$ cat config.mk
export PLATFORM = sky130hd
export DESIGN_NAME = uart_cmd_hub
export DESIGN_NICKNAME = d
export VERILOG_FILES = /design/src/uart_cmd_pkg.sv /design/src/uart_frame_pkg.sv /design/src/uart_cmd_hub.sv /design/src/uart_read_collect.sv /design/src/uart_cmd_channel.sv /design/src/uart_cmd_dispatch.sv
export VERILOG_INCLUDE_DIRS = /design/src
export SDC_FILE = /design/constraint.sdc
export NUM_CORES = 1
export LEC_CHECK = 0
export BUFFER_PORTS_ARGS = -buffer_cell sky130_fd_sc_hd__buf_2
export CAP_MARGIN = 30
export CORE_AREA = 2 2 170 172
export CTS_BUF_LIST = sky130_fd_sc_hd__clkbuf_4
export CTS_CLUSTER_SIZE = 24
export DETAILED_ROUTE_END_ITERATION = 7
export DIE_AREA = 0 0 172 174
export SYNTH_ARGS = -nofsm -noshare
export SYNTH_HDL_FRONTEND = slang
export SYNTH_SLANG_ARGS = --single-unit
export TNS_END_PERCENT = 50
$ cat constraint.sdc
create_clock -name clk -period 3 [get_ports clk]
set_input_delay 0.9 -clock clk [delete_from_list [all_inputs] [get_ports clk]]
set_output_delay 0.9 -clock clk [all_outputs]
set_load 0.03 [all_outputs]
$ cat src/uart_cmd_config.svh
`ifndef UART_CMD_CONFIG_SVH
`define UART_CMD_CONFIG_SVH

// Clocks per serial bit, 434 for 115200 baud from 50 MHz
`define UART_BAUD_DIV          16

// Must match the 2-bit channel field of the command word
`define UART_NUM_CHAN          4

`define UART_GAP_BITS          2   // Idle bits between address and data frames
`define UART_RESP_TIMEOUT_BITS 40  // Bit times to wait for a response start bit

`endif
$ cat src/uart_cmd_pkg.sv
package uart_cmd_pkg;

  typedef enum logic {
    RW_READ  = 1'b0,
    RW_WRITE = 1'b1
  } rw_e;

  typedef logic [1:0] chan_id_t;

  // Write view of a host command
  typedef struct packed {
    rw_e        op;
    chan_id_t   chan;
    logic [4:0] reg_addr;
    logic [7:0] data;
  } cmd_wr_t;

  // Read view, low byte carries nothing
  typedef struct packed {
    rw_e        op;
    chan_id_t   chan;
    logic [4:0] reg_addr;
    logic [7:0] rsvd;
  } cmd_rd_t;

  typedef union packed {
    cmd_wr_t wr;
    cmd_rd_t rd;
  } cmd_word_u;

endpackage

$ cat src/uart_frame_pkg.sv
package uart_frame_pkg;

  // Position inside one 11-bit serial frame
  typedef enum logic [2:0] {
    LINE_IDLE,
    LINE_START,
    LINE_DATA,
    LINE_PARITY,
    LINE_STOP
  } line_phase_e;

  // Odd parity, so the nine bits together hold an odd count of ones
  function automatic logic frame_parity(input logic [7:0] byte_val);
    return ~^byte_val;
  endfunction

endpackage

$ cat src/uart_cmd_hub.sv
`timescale 1ns/1ps
`include "uart_cmd_config.svh"

module uart_cmd_hub (
  input  logic                       clk,
  input  logic                       rst_n,
  input  uart_cmd_pkg::cmd_word_u    cmd_in,
  input  logic                       cmd_vld,
  output logic                       cmd_rdy,
  output logic [`UART_NUM_CHAN-1:0]  tx,
  input  logic [`UART_NUM_CHAN-1:0]  rx,
  output logic [7:0]                 read_data,
  output uart_cmd_pkg::chan_id_t     read_chan,
  output logic                       read_err,
  output logic                       read_rdy
);

  uart_cmd_pkg::cmd_word_u                cmd;
  logic [`UART_NUM_CHAN-1:0]              start;
  logic [`UART_NUM_CHAN-1:0]              busy;
  logic [`UART_NUM_CHAN-1:0]              resp_vld;
  logic [`UART_NUM_CHAN-1:0][7:0]         resp_data;
  logic [`UART_NUM_CHAN-1:0]              resp_err;
  logic [`UART_NUM_CHAN-1:0]              ack;

  uart_cmd_dispatch u_dispatch (
    .clk     (clk),
    .rst_n   (rst_n),
    .cmd_in  (cmd_in),
    .cmd_vld (cmd_vld),
    .cmd_rdy (cmd_rdy),
    .busy    (busy),
    .start   (start),
    .cmd     (cmd)
  );

  for (genvar i = 0; i < `UART_NUM_CHAN; i++)
  begin : g_chan
    uart_cmd_channel u_channel (
      .clk       (clk),
      .rst_n     (rst_n),
      .start     (start[i]),
      .cmd       (cmd),
      .busy      (busy[i]),
      .tx        (tx[i]),
      .rx        (rx[i]),
      .resp_vld  (resp_vld[i]),
      .resp_data (resp_data[i]),
      .resp_err  (resp_err[i]),
      .ack       (ack[i])
    );
  end

  uart_read_collect u_collect (
    .clk       (clk),
    .rst_n     (rst_n),
    .resp_vld  (resp_vld),
    .resp_data (resp_data),
    .resp_err  (resp_err),
    .ack       (ack),
    .read_data (read_data),
    .read_chan (read_chan),
    .read_err  (read_err),
    .read_rdy  (read_rdy)
  );

endmodule

$ cat src/uart_read_collect.sv
`timescale 1ns/1ps
`include "uart_cmd_config.svh"

module uart_read_collect (
  input  logic                            clk,
  input  logic                            rst_n,
  input  logic [`UART_NUM_CHAN-1:0]       resp_vld,
  input  logic [`UART_NUM_CHAN-1:0][7:0]  resp_data,
  input  logic [`UART_NUM_CHAN-1:0]       resp_err,
  output logic [`UART_NUM_CHAN-1:0]       ack,
  output logic [7:0]                      read_data,
  output uart_cmd_pkg::chan_id_t          read_chan,
  output logic                            read_err,
  output logic                            read_rdy
);

  uart_cmd_pkg::chan_id_t            ptr;
  uart_cmd_pkg::chan_id_t            grant_idx;
  logic                              grant_vld;
  logic [`UART_NUM_CHAN-1:0]         req;

  assign req = resp_vld & ~ack;  // Acked channel still shows valid for one cycle

  always_comb
  begin
    uart_cmd_pkg::chan_id_t idx;
    grant_vld = 1'b0;
    grant_idx = ptr;
    for (int k = 0; k < `UART_NUM_CHAN; k++)
    begin
      idx = ptr + uart_cmd_pkg::chan_id_t'(k);
      if (!grant_vld && req[idx])
      begin
        grant_vld = 1'b1;
        grant_idx = idx;
      end
    end
  end

  always_ff @(posedge clk or negedge rst_n)
  begin
    if (!rst_n)
    begin
      ptr      <= '0;
      ack      <= '0;
      read_rdy <= 1'b0;
    end
    else
    begin
      ack      <= '0;
      read_rdy <= grant_vld;
      if (grant_vld)
      begin
        ack[grant_idx] <= 1'b1;
        ptr            <= grant_idx + 1'b1;  // Winner goes to the back
      end
    end
  end

  always_ff @(posedge clk)
  begin
    if (grant_vld)
    begin
      read_data <= resp_data[grant_idx];
      read_chan <= grant_idx;
      read_err  <= resp_err[grant_idx];
    end
  end

  a_ack_onehot: assert property (
    @(posedge clk) disable iff (!rst_n) $onehot0(ack)
  );

endmodule

$ cat src/uart_cmd_channel.sv
`timescale 1ns/1ps
`include "uart_cmd_config.svh"

module uart_cmd_channel (
  input  logic                    clk,
  input  logic                    rst_n,
  input  logic                    start,
  input  uart_cmd_pkg::cmd_word_u cmd,
  output logic                    busy,
  output logic                    tx,
  input  logic                    rx,
  output logic                    resp_vld,
  output logic [7:0]              resp_data,
  output logic                    resp_err,
  input  logic                    ack
);

  localparam int BAUD_CW = $clog2(`UART_BAUD_DIV);
  localparam int BIT_CW  = $clog2(`UART_RESP_TIMEOUT_BITS + `UART_GAP_BITS + 8);

  localparam logic [BAUD_CW-1:0] BAUD_LAST = BAUD_CW'(`UART_BAUD_DIV - 1);
  localparam logic [BAUD_CW-1:0] BAUD_MID  = BAUD_CW'(`UART_BAUD_DIV / 2);
  localparam logic [BIT_CW-1:0]  DATA_LAST = BIT_CW'(7);
  localparam logic [BIT_CW-1:0]  GAP_LAST  = BIT_CW'(`UART_GAP_BITS - 1);
  localparam logic [BIT_CW-1:0]  TO_LAST   = BIT_CW'(`UART_RESP_TIMEOUT_BITS - 1);

  typedef enum logic [2:0] {
    ST_IDLE,
    ST_ADDR,
    ST_GAP,
    ST_DATA,
    ST_HUNT,
    ST_RECV,
    ST_RESP
  } chan_state_e;

  chan_state_e                 state;
  uart_frame_pkg::line_phase_e phase;
  logic [BAUD_CW-1:0]          baud_cnt;
  logic [BIT_CW-1:0]           bit_cnt;
  logic                        bit_end;
  logic                        mid_bit;

  logic [7:0] tx_byte;
  logic [7:0] wr_data;
  logic       is_read;
  logic [7:0] rx_shift;
  logic       par_bad;
  logic       rx_meta;
  logic       rx_sync;

  logic gap_done;
  logic hunt_timeout;
  logic data_sample;
  logic parity_sample;
  logic stop_sample;

  assign bit_end  = baud_cnt == BAUD_LAST;
  assign mid_bit  = baud_cnt == BAUD_MID;
  assign busy     = state != ST_IDLE;
  assign resp_vld = state == ST_RESP;

  assign gap_done      = state == ST_GAP && bit_end && bit_cnt == GAP_LAST;
  assign hunt_timeout  = state == ST_HUNT && rx_sync && bit_end && bit_cnt == TO_LAST;
  assign data_sample   = state == ST_RECV && mid_bit && phase == uart_frame_pkg::LINE_DATA;
  assign parity_sample = state == ST_RECV && mid_bit && phase == uart_frame_pkg::LINE_PARITY;
  assign stop_sample   = state == ST_RECV && mid_bit && phase == uart_frame_pkg::LINE_STOP;

  // --------------------------------------------------
  // Sequencer and transmit line
  // --------------------------------------------------
  always_ff @(posedge clk or negedge rst_n)
  begin
    if (!rst_n)
    begin
      state    <= ST_IDLE;
      phase    <= uart_frame_pkg::LINE_IDLE;
      baud_cnt <= '0;
      bit_cnt  <= '0;
      tx       <= 1'b1;
    end
    else
    begin
      case (state)
        ST_IDLE:
        begin
          if (start)
          begin
            state    <= ST_ADDR;
            phase    <= uart_frame_pkg::LINE_START;
            baud_cnt <= '0;
            tx       <= 1'b0;
          end
        end
        ST_ADDR, ST_DATA:
        begin
          baud_cnt <= bit_end ? '0 : baud_cnt + 1'b1;
          if (bit_end)
          begin
            case (phase)
              uart_frame_pkg::LINE_START:
              begin
                phase   <= uart_frame_pkg::LINE_DATA;
                bit_cnt <= '0;
                tx      <= tx_byte[0];  // LSB first
              end
              uart_frame_pkg::LINE_DATA:
              begin
                if (bit_cnt == DATA_LAST)
                begin
                  phase <= uart_frame_pkg::LINE_PARITY;
                  tx    <= uart_frame_pkg::frame_parity(tx_byte);
                end
                else
                begin
                  bit_cnt <= bit_cnt + 1'b1;
                  tx      <= tx_byte[bit_cnt[2:0] + 3'd1];
                end
              end
              uart_frame_pkg::LINE_PARITY:
              begin
                phase <= uart_frame_pkg::LINE_STOP;
                tx    <= 1'b1;
              end
              default:
              begin
                phase   <= uart_frame_pkg::LINE_IDLE;
                bit_cnt <= '0;
                if (state == ST_DATA)
                  state <= ST_IDLE;
                else if (is_read)
                  state <= ST_HUNT;
                else
                  state <= ST_GAP;
              end
            endcase
          end
        end
        ST_GAP:
        begin
          baud_cnt <= bit_end ? '0 : baud_cnt + 1'b1;
          if (gap_done)
          begin
            state   <= ST_DATA;
            phase   <= uart_frame_pkg::LINE_START;
            bit_cnt <= '0;
            tx      <= 1'b0;
          end
          else if (bit_end)
          begin
            bit_cnt <= bit_cnt + 1'b1;
          end
        end
        ST_HUNT:
        begin
          if (!rx_sync)
          begin
            state    <= ST_RECV;  // Start edge, realign the bit timer
            phase    <= uart_frame_pkg::LINE_START;
            baud_cnt <= '0;
          end
          else
          begin
            baud_cnt <= bit_end ? '0 : baud_cnt + 1'b1;
            if (hunt_timeout)
              state <= ST_RESP;
            else if (bit_end)
              bit_cnt <= bit_cnt + 1'b1;
          end
        end
        ST_RECV:
        begin
          baud_cnt <= bit_end ? '0 : baud_cnt + 1'b1;
          if (mid_bit)
          begin
            case (phase)
              uart_frame_pkg::LINE_START:
              begin
                phase   <= uart_frame_pkg::LINE_DATA;
                bit_cnt <= '0;
              end
              uart_frame_pkg::LINE_DATA:
              begin
                if (bit_cnt == DATA_LAST)
                  phase <= uart_frame_pkg::LINE_PARITY;
                else
                  bit_cnt <= bit_cnt + 1'b1;
              end
              uart_frame_pkg::LINE_PARITY:
                phase <= uart_frame_pkg::LINE_STOP;
              default:
              begin
                phase <= uart_frame_pkg::LINE_IDLE;
                state <= ST_RESP;
              end
            endcase
          end
        end
        ST_RESP:
        begin
          if (ack)
            state <= ST_IDLE;
        end
        default:
          state <= ST_IDLE;
      endcase
    end
  end

  // --------------------------------------------------
  // Receive path and held payload
  // --------------------------------------------------
  always_ff @(posedge clk or negedge rst_n)
  begin
    if (!rst_n)
    begin
      rx_meta <= 1'b1;
      rx_sync <= 1'b1;
    end
    else
    begin
      rx_meta <= rx;
      rx_sync <= rx_meta;
    end
  end

  always_ff @(posedge clk)
  begin
    if (start)
    begin
      tx_byte <= {cmd.wr.op, cmd.wr.chan, cmd.wr.reg_addr};
      wr_data <= cmd.wr.data;
      is_read <= cmd.rd.op == uart_cmd_pkg::RW_READ;
    end
    else if (gap_done)
    begin
      tx_byte <= wr_data;
    end

    if (data_sample)
      rx_shift <= {rx_sync, rx_shift[7:1]};
    if (parity_sample)
      par_bad <= rx_sync != uart_frame_pkg::frame_parity(rx_shift);

    if (stop_sample)
    begin
      resp_data <= rx_shift;
      resp_err  <= par_bad || !rx_sync;  // Low stop bit is a framing error
    end
    else if (hunt_timeout)
    begin
      resp_data <= '0;
      resp_err  <= 1'b1;
    end
  end

  a_no_start_busy: assert property (
    @(posedge clk) disable iff (!rst_n) start |-> !busy
  );

  a_idle_line_high: assert property (
    @(posedge clk) disable iff (!rst_n) (phase == uart_frame_pkg::LINE_IDLE) |-> tx
  );

endmodule

$ cat src/uart_cmd_dispatch.sv
`timescale 1ns/1ps
`include "uart_cmd_config.svh"

module uart_cmd_dispatch (
  input  logic                       clk,
  input  logic                       rst_n,
  input  uart_cmd_pkg::cmd_word_u    cmd_in,
  input  logic                       cmd_vld,
  output logic                       cmd_rdy,
  input  logic [`UART_NUM_CHAN-1:0]  busy,
  output logic [`UART_NUM_CHAN-1:0]  start,
  output uart_cmd_pkg::cmd_word_u    cmd
);

  logic                   hold_vld;
  logic                   issue;
  uart_cmd_pkg::chan_id_t target;

  assign cmd_rdy = !hold_vld;
  assign target  = cmd.wr.chan;
  assign issue   = hold_vld && !busy[target];  // Wait here while the target is busy

  always_ff @(posedge clk or negedge rst_n)
  begin
    if (!rst_n)
    begin
      hold_vld <= 1'b0;
    end
    else if (cmd_vld && cmd_rdy)
    begin
      hold_vld <= 1'b1;
    end
    else if (issue)
    begin
      hold_vld <= 1'b0;
    end
  end

  always_ff @(posedge clk)
  begin
    if (cmd_vld && cmd_rdy)
    begin
      cmd <= cmd_in;
    end
  end

  always_comb
  begin
    start = '0;
    if (issue)
    begin
      start[target] = 1'b1;
    end
  end

  a_start_onehot: assert property (
    @(posedge clk) disable iff (!rst_n) $onehot0(start)
  );

endmodule

==> results of run 1 <==
==> per-layer routing <==
metal | vias up | wire, µm | global-route usage
met4 | 0 | 768 | 0.0732
met1 | 4104 | 12200 | 0.255
met2 | 245 | 12200 | 0.277
met5 | - | 0 | 0
li1 | 4174 | - | -
met3 | 66 | 1360 | 0.0403
==> metrics by stage <==
step,cells,util
detailed placement,1474,0.468
finish,1594,0.500
global route,1594,0.500
global placement,1473,0.468
CTS,1593,0.500
floorplan,1068,-
==> flip-flops by register name, summed over array words and instances, names as in the netlist, 2 cells and up <==
name,cells
g_chan.u_channel.par_bad,4
g_chan.u_channel.bit_cnt,24
u_collect.read_chan,2
g_chan.u_channel.rx_sync,4
g_chan.u_channel.rx_meta,4
g_chan.u_channel.rx_shift,32
g_chan.u_channel.phase,12
g_chan.u_channel.baud_cnt,16
u_dispatch.cmd,16
g_chan.u_channel.state,12
u_collect.read_data,8
u_collect.ptr,2
g_chan.u_channel.resp_err,4
g_chan.u_channel.tx_byte,32
u_collect.ack,4
g_chan.u_channel.tx,4
g_chan.u_channel.is_read,4
g_chan.u_channel.wr_data,32
g_chan.u_channel.resp_data,32
==> logic make-up after synthesis <==
logic type / after synthesis / share of synthesized area
AND/OR/NAND/NOR: 398 / 0.175
flip-flops: 251 / 0.569
multiplexers: 50 / 0.0606
AO/OA/AOI/OAI: 204 / 0.104
buffers and inverters: 79 / 0.0270
XOR/XNOR: 70 / 0.0489
adder cells (fa/ha/maj): 16 / 0.0160
==> worst max-delay path, stage by stage, from the launching register on <==
cell and delay (ns):
dfrtp_1 0.52, ha_1 0.30, and4bb_1 0.30, nor2b_1 0.32, nor3_1 0.08, or4_4 0.45, mux2_1 0.32
==> worst min path at each step <==
stage                                                       endpoint
final                     g_chan[1].u_channel.bit_cnt[4]$_DFFE_PN0P_
after global routing      g_chan[1].u_channel.bit_cnt[4]$_DFFE_PN0P_
after CTS                 g_chan[1].u_channel.bit_cnt[4]$_DFFE_PN0P_
after detailed placement       g_chan[0].u_channel.rx_sync$_DFF_PN1_
after global placement         g_chan[3].u_channel.rx_sync$_DFF_PN1_
after floorplan                g_chan[0].u_channel.rx_sync$_DFF_PN1_
==> cell type report <==
cell class / instances / share of cell area
multi-input cells: 738 / 0.359
flip-flops and latches: 251 / 0.506
repair buffers: 66 / 0.0291
well taps: 384 / 0.0341
clock inverters: 17 / 0.00825
inverters: 35 / 0.00931
diodes: 1 / 0.000177
clock buffers: 102 / 0.0543
==> power by group <==
group	internal [µW]	leakage [µW]	switching (µW)	total (µW)
logic	1860	0.00215	2660	4530
registers	4390	0.00260	593	4980
clock network	1720	0.000526	1380	3100
total	7970	0.00528	4640	12600
==> Yosys cell counts, types with 9 or more instances <==
master    count
or2_2        11
nand2b_1     15
inv_1        34
dfrtp_1      72
ha_1         16
a21oi_1      39
mux2_2       23
nand4_1       9
and2_1       39
mux4_2       18
dfstp_2      12
nand3_1      41
nor2b_1      23
clkbuf_1     23
xnor2_1      62
o21ai_1      18
o21ai_0      52
nor3_1       23
nand3b_1     12
and3_1       14
buf_2        13
o31ai_1      19
nand2_1      94
nor2_1       63
edfxtp_1    167
==> flow_summary.yaml, run 1 <==
synth:
  synthCells: 1068
  synth_top_area_cell: "edfxtp_1"
  syn_area_um2: 12500
  ys.flop_type: "edfxtp_1"
  yosysSeqAreaShare: 0.569
  synth_top_area_share: 0.400
  synth-seq-cells: 251
  avgSynthCellArea_um2: 11.7
  syn_nets: 1107
  synth-async-reset-ratio: 0.335
  synth_area_leaders: "edfxtp_1 (40%), dfrtp_1 (14%), xnor2_1 (4.3%)"
  synth_cell_types: 80
  yosys_warnings: 0
  synth_edf_count: 167
sta:
  period_share: 0.810
  fin_skew_ns: 0.0284
  relSlewSlack: 0.442
  finalSetupViolCount: 0
  tns_ns: 0
  max_freq_mhz: 412
  period_minus_slack_ns: 2.43
  holdWs_ns: 0.159
  rsz0062_at_grt: "false"
  tightest_slew_ns: 0.837
  postLayoutSetupSlackWorst_ns: 0.571
  finalHoldViolations: 0
  maxSlewViolCount: 0
clock_network:
  holdBufCountCts: 0
  clk_path_buf_depth: 3
  h-tree-depth: 3
  cts_tree: "yes"
  cts_resized: 0
  clk_pin_slew_ns: 0.07
  cts-buffers-inserted: 70
  clkLatencyLatePin_ns: 0.66
  clock-sinks: 251
  cts_setup_buffers: 0
  cts_root_buf: "clkbuf_4"
die:
  core_region_area_um2: 28200
  die_w_um: 172
  start_util: 0.444
  rows: 62
  ios: 40
  fp.dieH_um: 174
  die_area_um2: 29900
critical_path:
  rr_worst_depth: 6
  worstReg2RegStart: "g_chan[2].u_channel.bit_cnt[0]$_DFFE_PN0P_"
  path_class: "reg -> reg"
  cp_max_fo: 8
  reg2reg_to: "g_chan[2].u_channel.phase[2]$_DFFE_PN0P_"
  crit_start: "g_chan[2].u_channel.bit_cnt[0]$_DFFE_PN0P_"
  critical_path_arrival_ns: 2.95
  critPathCaptureType: "register"
  r2r_slack_ns: 0.57
  critPathCapture: "g_chan[2].u_channel.phase[2]$_DFFE_PN0P_"
  required_ns: 3.52
  startpoint_type: "register"
place:
  port-buffer-count: 39
  dp_hpwl_um: 18700
  routabilityCongestion: 0.900
  pre_cts_ws_ns: 0.622
  place_area_um2: 13200
outcome:
  status: "finished clean"
global_routing:
  grt_max_degree: 43
  grt_pass1_wl_um: 42900
  grt_overflow_total: 0
  grt_pass1_vias: 8280
  antenna_found_initial: 1
  grtUsageTotal: 0.183
power_and_ir_drop:
  p_total_uw: 12600
  powerDensity_nw_per_um2: 894
  vdd.ir_drop.worst_mv: 0.366
  p_leak_uw: 0.00528
drt:
  final_antenna_net_count: 0
  drtIter0Drc: 534
  vias: 8589
  dr.pass1.iters: 5
  drc: 0
  totalWireLength_um: 26500
  viasPerCell: 5.39
  routedWlPerCell_um: 16.6
worst_hold_path:
  hp-class: "in -> async"
finish:
  nets: 1201
  drive_gt1_frac: 0.210
  multi_input_area_um2: 5070
  ff_latch_area_um2: 7130
  layout_commonest_cell: "edfxtp_1"
  final_area_um2: 14100
  syn2layout_area_growth_pct: 12.5
  fill_cells: 2615
  most-common-layout-cells: "edfxtp_1 (167), clkbuf_4 (102), nand2_1 (94)"
job:
  cap_violations: 0
(Power assumes the default switching activity.)
==> run 2: changes to the inputs <==
==> constraint.sdc (replaced) <==
create_clock -name clk -period 2.1 [get_ports clk]
set_input_delay 0.63 -clock clk [delete_from_list [all_inputs] [get_ports clk]]
set_output_delay 0.63 -clock clk [all_outputs]
set_load 0.03 [all_outputs]
==> run 2 against run 1 <==
The flow now finishes with violations (negative setup slack); final area increased by 12%; clock skew increased by 0.017 ns; largest power group is now combinational logic; register-to-register slack got worse by 0.71 ns; fmax increased by 8.7%; worst hold slack got worse by 0.15 ns; combinational power increased by 87%; setup slack got worse by 0.71 ns; power increased by 58%; count of clock-buffer cells in the layout increased by 6; critical endpoint is now u_collect.read_err$_DFFE_PP_; sequential share of layout area decreased by 5.2 points; routed wire length increased by 7.0%; global-route usage increased by 0.92 points.
==> flow_summary.yaml, run 2 (synthesized netlist as in run 1, its figures left out) <==
clock_network:
  cts_tree: "yes"
  cts_root_buf: "clkbuf_4"
  clk_path_buf_depth: 3
  holdBufCountCts: 0
  h-tree-depth: 3
  clock-sinks: 251
  cts-buffers-inserted: 70
  clkLatencyLatePin_ns: 0.65
  clk_pin_slew_ns: 0.06
job:
  cap_violations: 0
die:
  fp.dieH_um: 174
  core_region_area_um2: 28200
  die_area_um2: 29900
  ios: 40
  rows: 62
  die_w_um: 172
  start_util: 0.444
critical_path:
  startpoint_type: "register"
  slowest_stage: "mux4_2"
  cp_max_fo: 5
  critical_path_arrival_ns: 2.60
  path_buf_inv: 2
  cp.depth: 6
  required_ns: 2.46
  critPathCaptureType: "register"
  rr_worst_depth: 6
  crit_chain: "nand4bb_4, buf_6, o22a_1, o221ai_4, clkbuf_16, mux4_2"
  cp_top_family: "multiplexers"
  path_class: "reg -> reg"
  max_stage_delay_ns: 0.49
drt:
  dr.pass1.iters: 5
  viasPerCell: 5.27
  vias: 9144
  totalWireLength_um: 28400
  final_antenna_net_count: 0
  routedWlPerCell_um: 16.4
  drc: 0
  drtIter0Drc: 678
finish:
  syn2layout_area_growth_pct: 25.6
  final_area_um2: 15700
  finish.utilization: 0.558
  layout_commonest_cell: "edfxtp_1"
  most-common-layout-cells: "edfxtp_1 (167), buf_4 (136), clkbuf_4 (108)"
  nets: 1333
  drive_gt1_frac: 0.343
place:
  port-buffer-count: 39
  routabilityCongestion: 0.916
  dp_hpwl_um: 19700
  place_area_um2: 14200
power_and_ir_drop:
  vdd.ir_drop.worst_mv: 0.625
  internal_power_uw: 12700
  switchingPower_uw: 7210
  combPwrFrac: 0.427
  powerDensity_nw_per_um2: 1260
  p_total_uw: 19900
  p_leak_uw: 0.00607
  clkPwrFrac: 0.225
  p_sw_frac: 0.363
  seq_power_share: 0.348
sta:
  tightest_slew_ns: 0.513
  period_share: 1.06
  finalSetupViolCount: 12
  finalHoldViolations: 0
  postLayoutSetupSlackWorst_ns: -0.134
  period_minus_slack_ns: 2.23
  rsz0062_at_grt: "true"
  fin_skew_ns: 0.0452
  tns_ns: -1.20
  maxSlewViolCount: 0
  max_freq_mhz: 448
  relSlewSlack: 0.658
outcome:
  status: "complete, but fails checks"
  violations: "negative setup slack"
global_routing:
  antenna_found_initial: 1
  grtUsageTotal: 0.192
  grt_overflow_total: 0
  grt_pass1_vias: 9027
  grt_pass1_wl_um: 45500
  grt_max_degree: 85
worst_hold_path:
  hp-class: "in -> async"
-- run 2: layout make-up --
cell class | instances | area, µm²
antenna | 1 | 2.50
clock buffer | 108 | 811
clock inverter | 19 | 101
fill | 2463 | 12500
inverter | 35 | 135
multi-input combinational | 738 | 5500
sequential | 251 | 7130
tap | 384 | 480
timing repair buffer | 198 | 1580
-- run 2: worst paths after layout --
path / slack (ns) / start / endpoint
worst min-delay path: 0.01 / rst_n / g_chan[0].u_channel.bit_cnt[0]$_DFFE_PN0P_
max in group asynchronous: 1.65 / rst_n / g_chan[1].u_channel.rx_sync$_DFF_PN1_
worst min register to register: 0.34 / g_chan[0].u_channel.rx_meta$_DFF_PN1_ / g_chan[0].u_channel.rx_sync$_DFF_PN1_
worst max-delay path: -0.13 / g_chan[0].u_channel.state[0]$_DFFE_PN0P_ / u_collect.read_err$_DFFE_PP_
worst max register to register: -0.13 / g_chan[0].u_channel.state[0]$_DFFE_PN0P_ / u_collect.read_err$_DFFE_PP_
min in group clk: 0.09 / rx[0] / g_chan[0].u_channel.rx_meta$_DFF_PN1_
-- run 2: metal layers --
| layer | wire length [µm] | GRT usage | up-vias |
|---|---|---|---|
| li1 | - | - | 4454 |
| met1 | 12500 | 0.263 | 4392 |
| met2 | 13600 | 0.302 | 241 |
| met3 | 1540 | 0.0398 | 57 |
| met4 | 659 | 0.0697 | 0 |
| met5 | 0 | 0 | - |
-- run 2: worst register-to-register path, delay by kind of cell, from the launching register on --
kind                   cells  cell delay (ns)
muxes                      1             0.49
AOI/OAI and AO/OA          2             0.47
DFF                        1             0.38
buffers and inverters      2             0.35
and+or+nand+nor            1             0.26
-- run 2: power groups by stage --
stage / logic, µW / registers (µW) / clock network (µW)
4_1_cts: 7720 / 6890 / 4660
5_1_grt: 9330 / 7030 / 4930
6_report: 8490 / 6920 / 4470
3_3_place_gp: 7460 / 6950 / 0
2_1_floorplan: 5040 / 7080 / 0
3_5_place_dp: 7540 / 6970 / 0
-- run 2: metrics by stage --
stage | cells | worst slack [ns] | hold WS [ns]
4_1_cts | 1720 | -0.164 | 0.00166
3_5_place_dp | 1585 | -0.329 | 0.347
5_1_grt | 1734 | -0.177 | 0.0267
2_1_floorplan | 1068 | -0.0728 | 0.334
3_3_place_gp | 1585 | -0.206 | 0.347
6_report | 1734 | -0.134 | 0.00984
-- run 2: timing repair --
action | CTS | global route
hold endpoints to repair | 0 | 0
setup endpoints to repair | 32 | 103
cloned | 0 | 1
setup buffers | 8 | 13
pin swaps | 9 | 33
resized for setup | 14 | 93
==> run 3: changes to the inputs <==
--- a/config.mk
+++ b/config.mk
@@ -8,11 +8,12 @@
 export LEC_CHECK = 0
 export BUFFER_PORTS_ARGS = -buffer_cell sky130_fd_sc_hd__buf_2
 export CAP_MARGIN = 30
-export CORE_AREA = 2 2 170 172
+export CORE_AREA = 3 3 171 173
 export CTS_BUF_LIST = sky130_fd_sc_hd__clkbuf_4
 export CTS_CLUSTER_SIZE = 24
 export DETAILED_ROUTE_END_ITERATION = 7
-export DIE_AREA = 0 0 172 174
+export DIE_AREA = 0 0 174 176
+export PLACE_DENSITY = 0.73
 export SYNTH_ARGS = -nofsm -noshare
 export SYNTH_HDL_FRONTEND = slang
 export SYNTH_SLANG_ARGS = --single-unit
==> run 3 against run 2 <==
The run still ends with negative setup slack left; clock power rose by 4%; combinational power decreased by 4.6%; final cell count shrank 1.3%; highest routed layer unchanged.
==> flow_summary.yaml, run 3 (synthesized netlist as in run 1, its figures left out) <==
outcome:
  status: "complete, but fails checks"
  violations: "negative setup slack"
sta:
  max_freq_mhz: 470
  tightest_slew_ns: 0.497
  finalSetupViolCount: 3
  maxSlewViolCount: 0
  relSlewSlack: 0.668
  period_minus_slack_ns: 2.13
  tns_ns: -0.0695
  postLayoutSetupSlackWorst_ns: -0.0270
  rsz0062_at_grt: "true"
  fin_skew_ns: 0.0309
  finalHoldViolations: 0
  period_share: 1.01
job:
  cap_violations: 0
global_routing:
  use_met3: 0.0370
  grt_pass1_vias: 9147
  grt_max_degree: 57
  grt_pass1_wl_um: 45300
  grt_util_met2: 0.298
  grtUsageTotal: 0.181
  grt-busiest-layer: "met2"
  antenna_found_initial: 1
  grt_use_met1: 0.237
  grt_overflow_total: 0
clock_network:
  clock-sinks: 251
  clk_path_buf_depth: 3
  h-tree-depth: 3
  cts-buffers-inserted: 67
  cts_tree: "yes"
  clk_pin_slew_ns: 0.07
  clkLatencyLatePin_ns: 0.66
  cts_root_buf: "clkbuf_4"
die:
  rows: 61
  ios: 40
  die_area_um2: 30600
  core_region_area_um2: 27800
  fp.dieH_um: 176
  die_w_um: 174
  start_util: 0.451
worst_hold_path:
  hp-class: "in -> reg"
power_and_ir_drop:
  vdd.ir_drop.worst_mv: 0.770
  p_leak_uw: 0.00599
  powerDensity_nw_per_um2: 1270
critical_path:
  cp_max_fo: 3
  reg2reg_to: "g_chan[2].u_channel.phase[0]$_DFFE_PN0P_"
  path_class: "reg -> reg"
  startpoint_type: "register"
  crit_start: "g_chan[2].u_channel.state[1]$_DFFE_PN0P_"
  worstReg2RegStart: "g_chan[2].u_channel.state[1]$_DFFE_PN0P_"
  critical_path_arrival_ns: 2.65
  required_ns: 2.62
  critPathCapture: "g_chan[2].u_channel.phase[0]$_DFFE_PN0P_"
  rr_worst_depth: 5
  critPathCaptureType: "register"
  r2r_slack_ns: -0.03
drt:
  drtIter0Drc: 801
  vias: 9245
  totalWireLength_um: 27600
  dr.pass1.iters: 6
  drc: 0
  routedWlPerCell_um: 16.2
  final_antenna_net_count: 0
  viasPerCell: 5.40
finish:
  syn2layout_area_growth_pct: 23.8
  drive_gt1_frac: 0.327
  nets: 1318
  layout.cells.non_filler: 1711
  most-common-layout-cells: "edfxtp_1 (167), buf_4 (135), clkbuf_4 (108)"
  layout_commonest_cell: "edfxtp_1"
place:
  dp_hpwl_um: 19300
  routabilityCongestion: 0.906
  port-buffer-count: 39
  pre_cts_ws_ns: -0.0265
  dp.cells: 1574
## run 3: changes by cell type in the layout (fill, tap and decap cells not counted), sizes merged
cell         change
buf             -12
bufinv           +2
clkbuf           -1
clkinv           -6
clkinvlp         -1
dlygate4sd3      +1
## run 3: where the power goes
group	internal, µW	total [µW]	switching, µW
logic	3730	8100	4370
registers	6270	6980	709
clock network	2700	4630	1930
total	12700	19700	7010
## run 3: through the flow
step	utilization	power, µW	hold WS [ns]	area, µm²
finish	0.559	19700	0.0827	15500
global route	0.559	21000	0.0324	15500
global placement	0.510	14400	0.348	14200
CTS	0.546	19400	0.0103	15200
floorplan	-	12100	0.334	12600
detailed placement	0.510	14600	0.348	14200
## run 3: area by class of cell
type / count / area (µm²)
fill: 2332 / 12300
antenna: 1 / 2.50
timing repair buffer: 186 / 1460
sequential: 251 / 7140
inverter: 35 / 131
clock inverter: 14 / 133
clock buffer: 108 / 811
tap: 378 / 473
multi-input combinational: 738 / 5370
## run 3: worst max-delay path: stages (launching register included)
cell	delay (ns)
dfrtp_1	0.43
or3_4	0.41
nor3_4	0.21
o21ai_2	0.09
or4_4	0.55
mux2_4	0.32
## run 3: timing repair
action                                  4_1_cts  5_1_grt
hold endpoints to repair                      7        0
buffers inserted                              3       10
gates cloned                                  0        0
endpoints found under the setup margin        7       68
hold buffers                                  1        0
pin swaps                                     3       23
gates resized for setup                      10       59
## run 3: worst min path at each step
stage	startpoint	to	cells after the start
final	rx[0]	g_chan[0].u_channel.rx_meta$_DFF_PN1_	1
after global routing	rx[1]	g_chan[1].u_channel.rx_meta$_DFF_PN1_	1
after CTS	rx[0]	g_chan[0].u_channel.rx_meta$_DFF_PN1_	1
after detailed placement	g_chan[2].u_channel.rx_meta$_DFF_PN1_	g_chan[2].u_channel.rx_sync$_DFF_PN1_	0
after global placement	g_chan[3].u_channel.rx_meta$_DFF_PN1_	g_chan[3].u_channel.rx_sync$_DFF_PN1_	0
after floorplan	rst_n	g_chan[0].u_channel.baud_cnt[0]$_DFFE_PN0P_	0
## run 3: per-layer routing
metal	wire, µm	share of wire
met1	12000	0.43
met4	756	0.027
met2	13400	0.48
met3	1540	0.056
met5	0	0
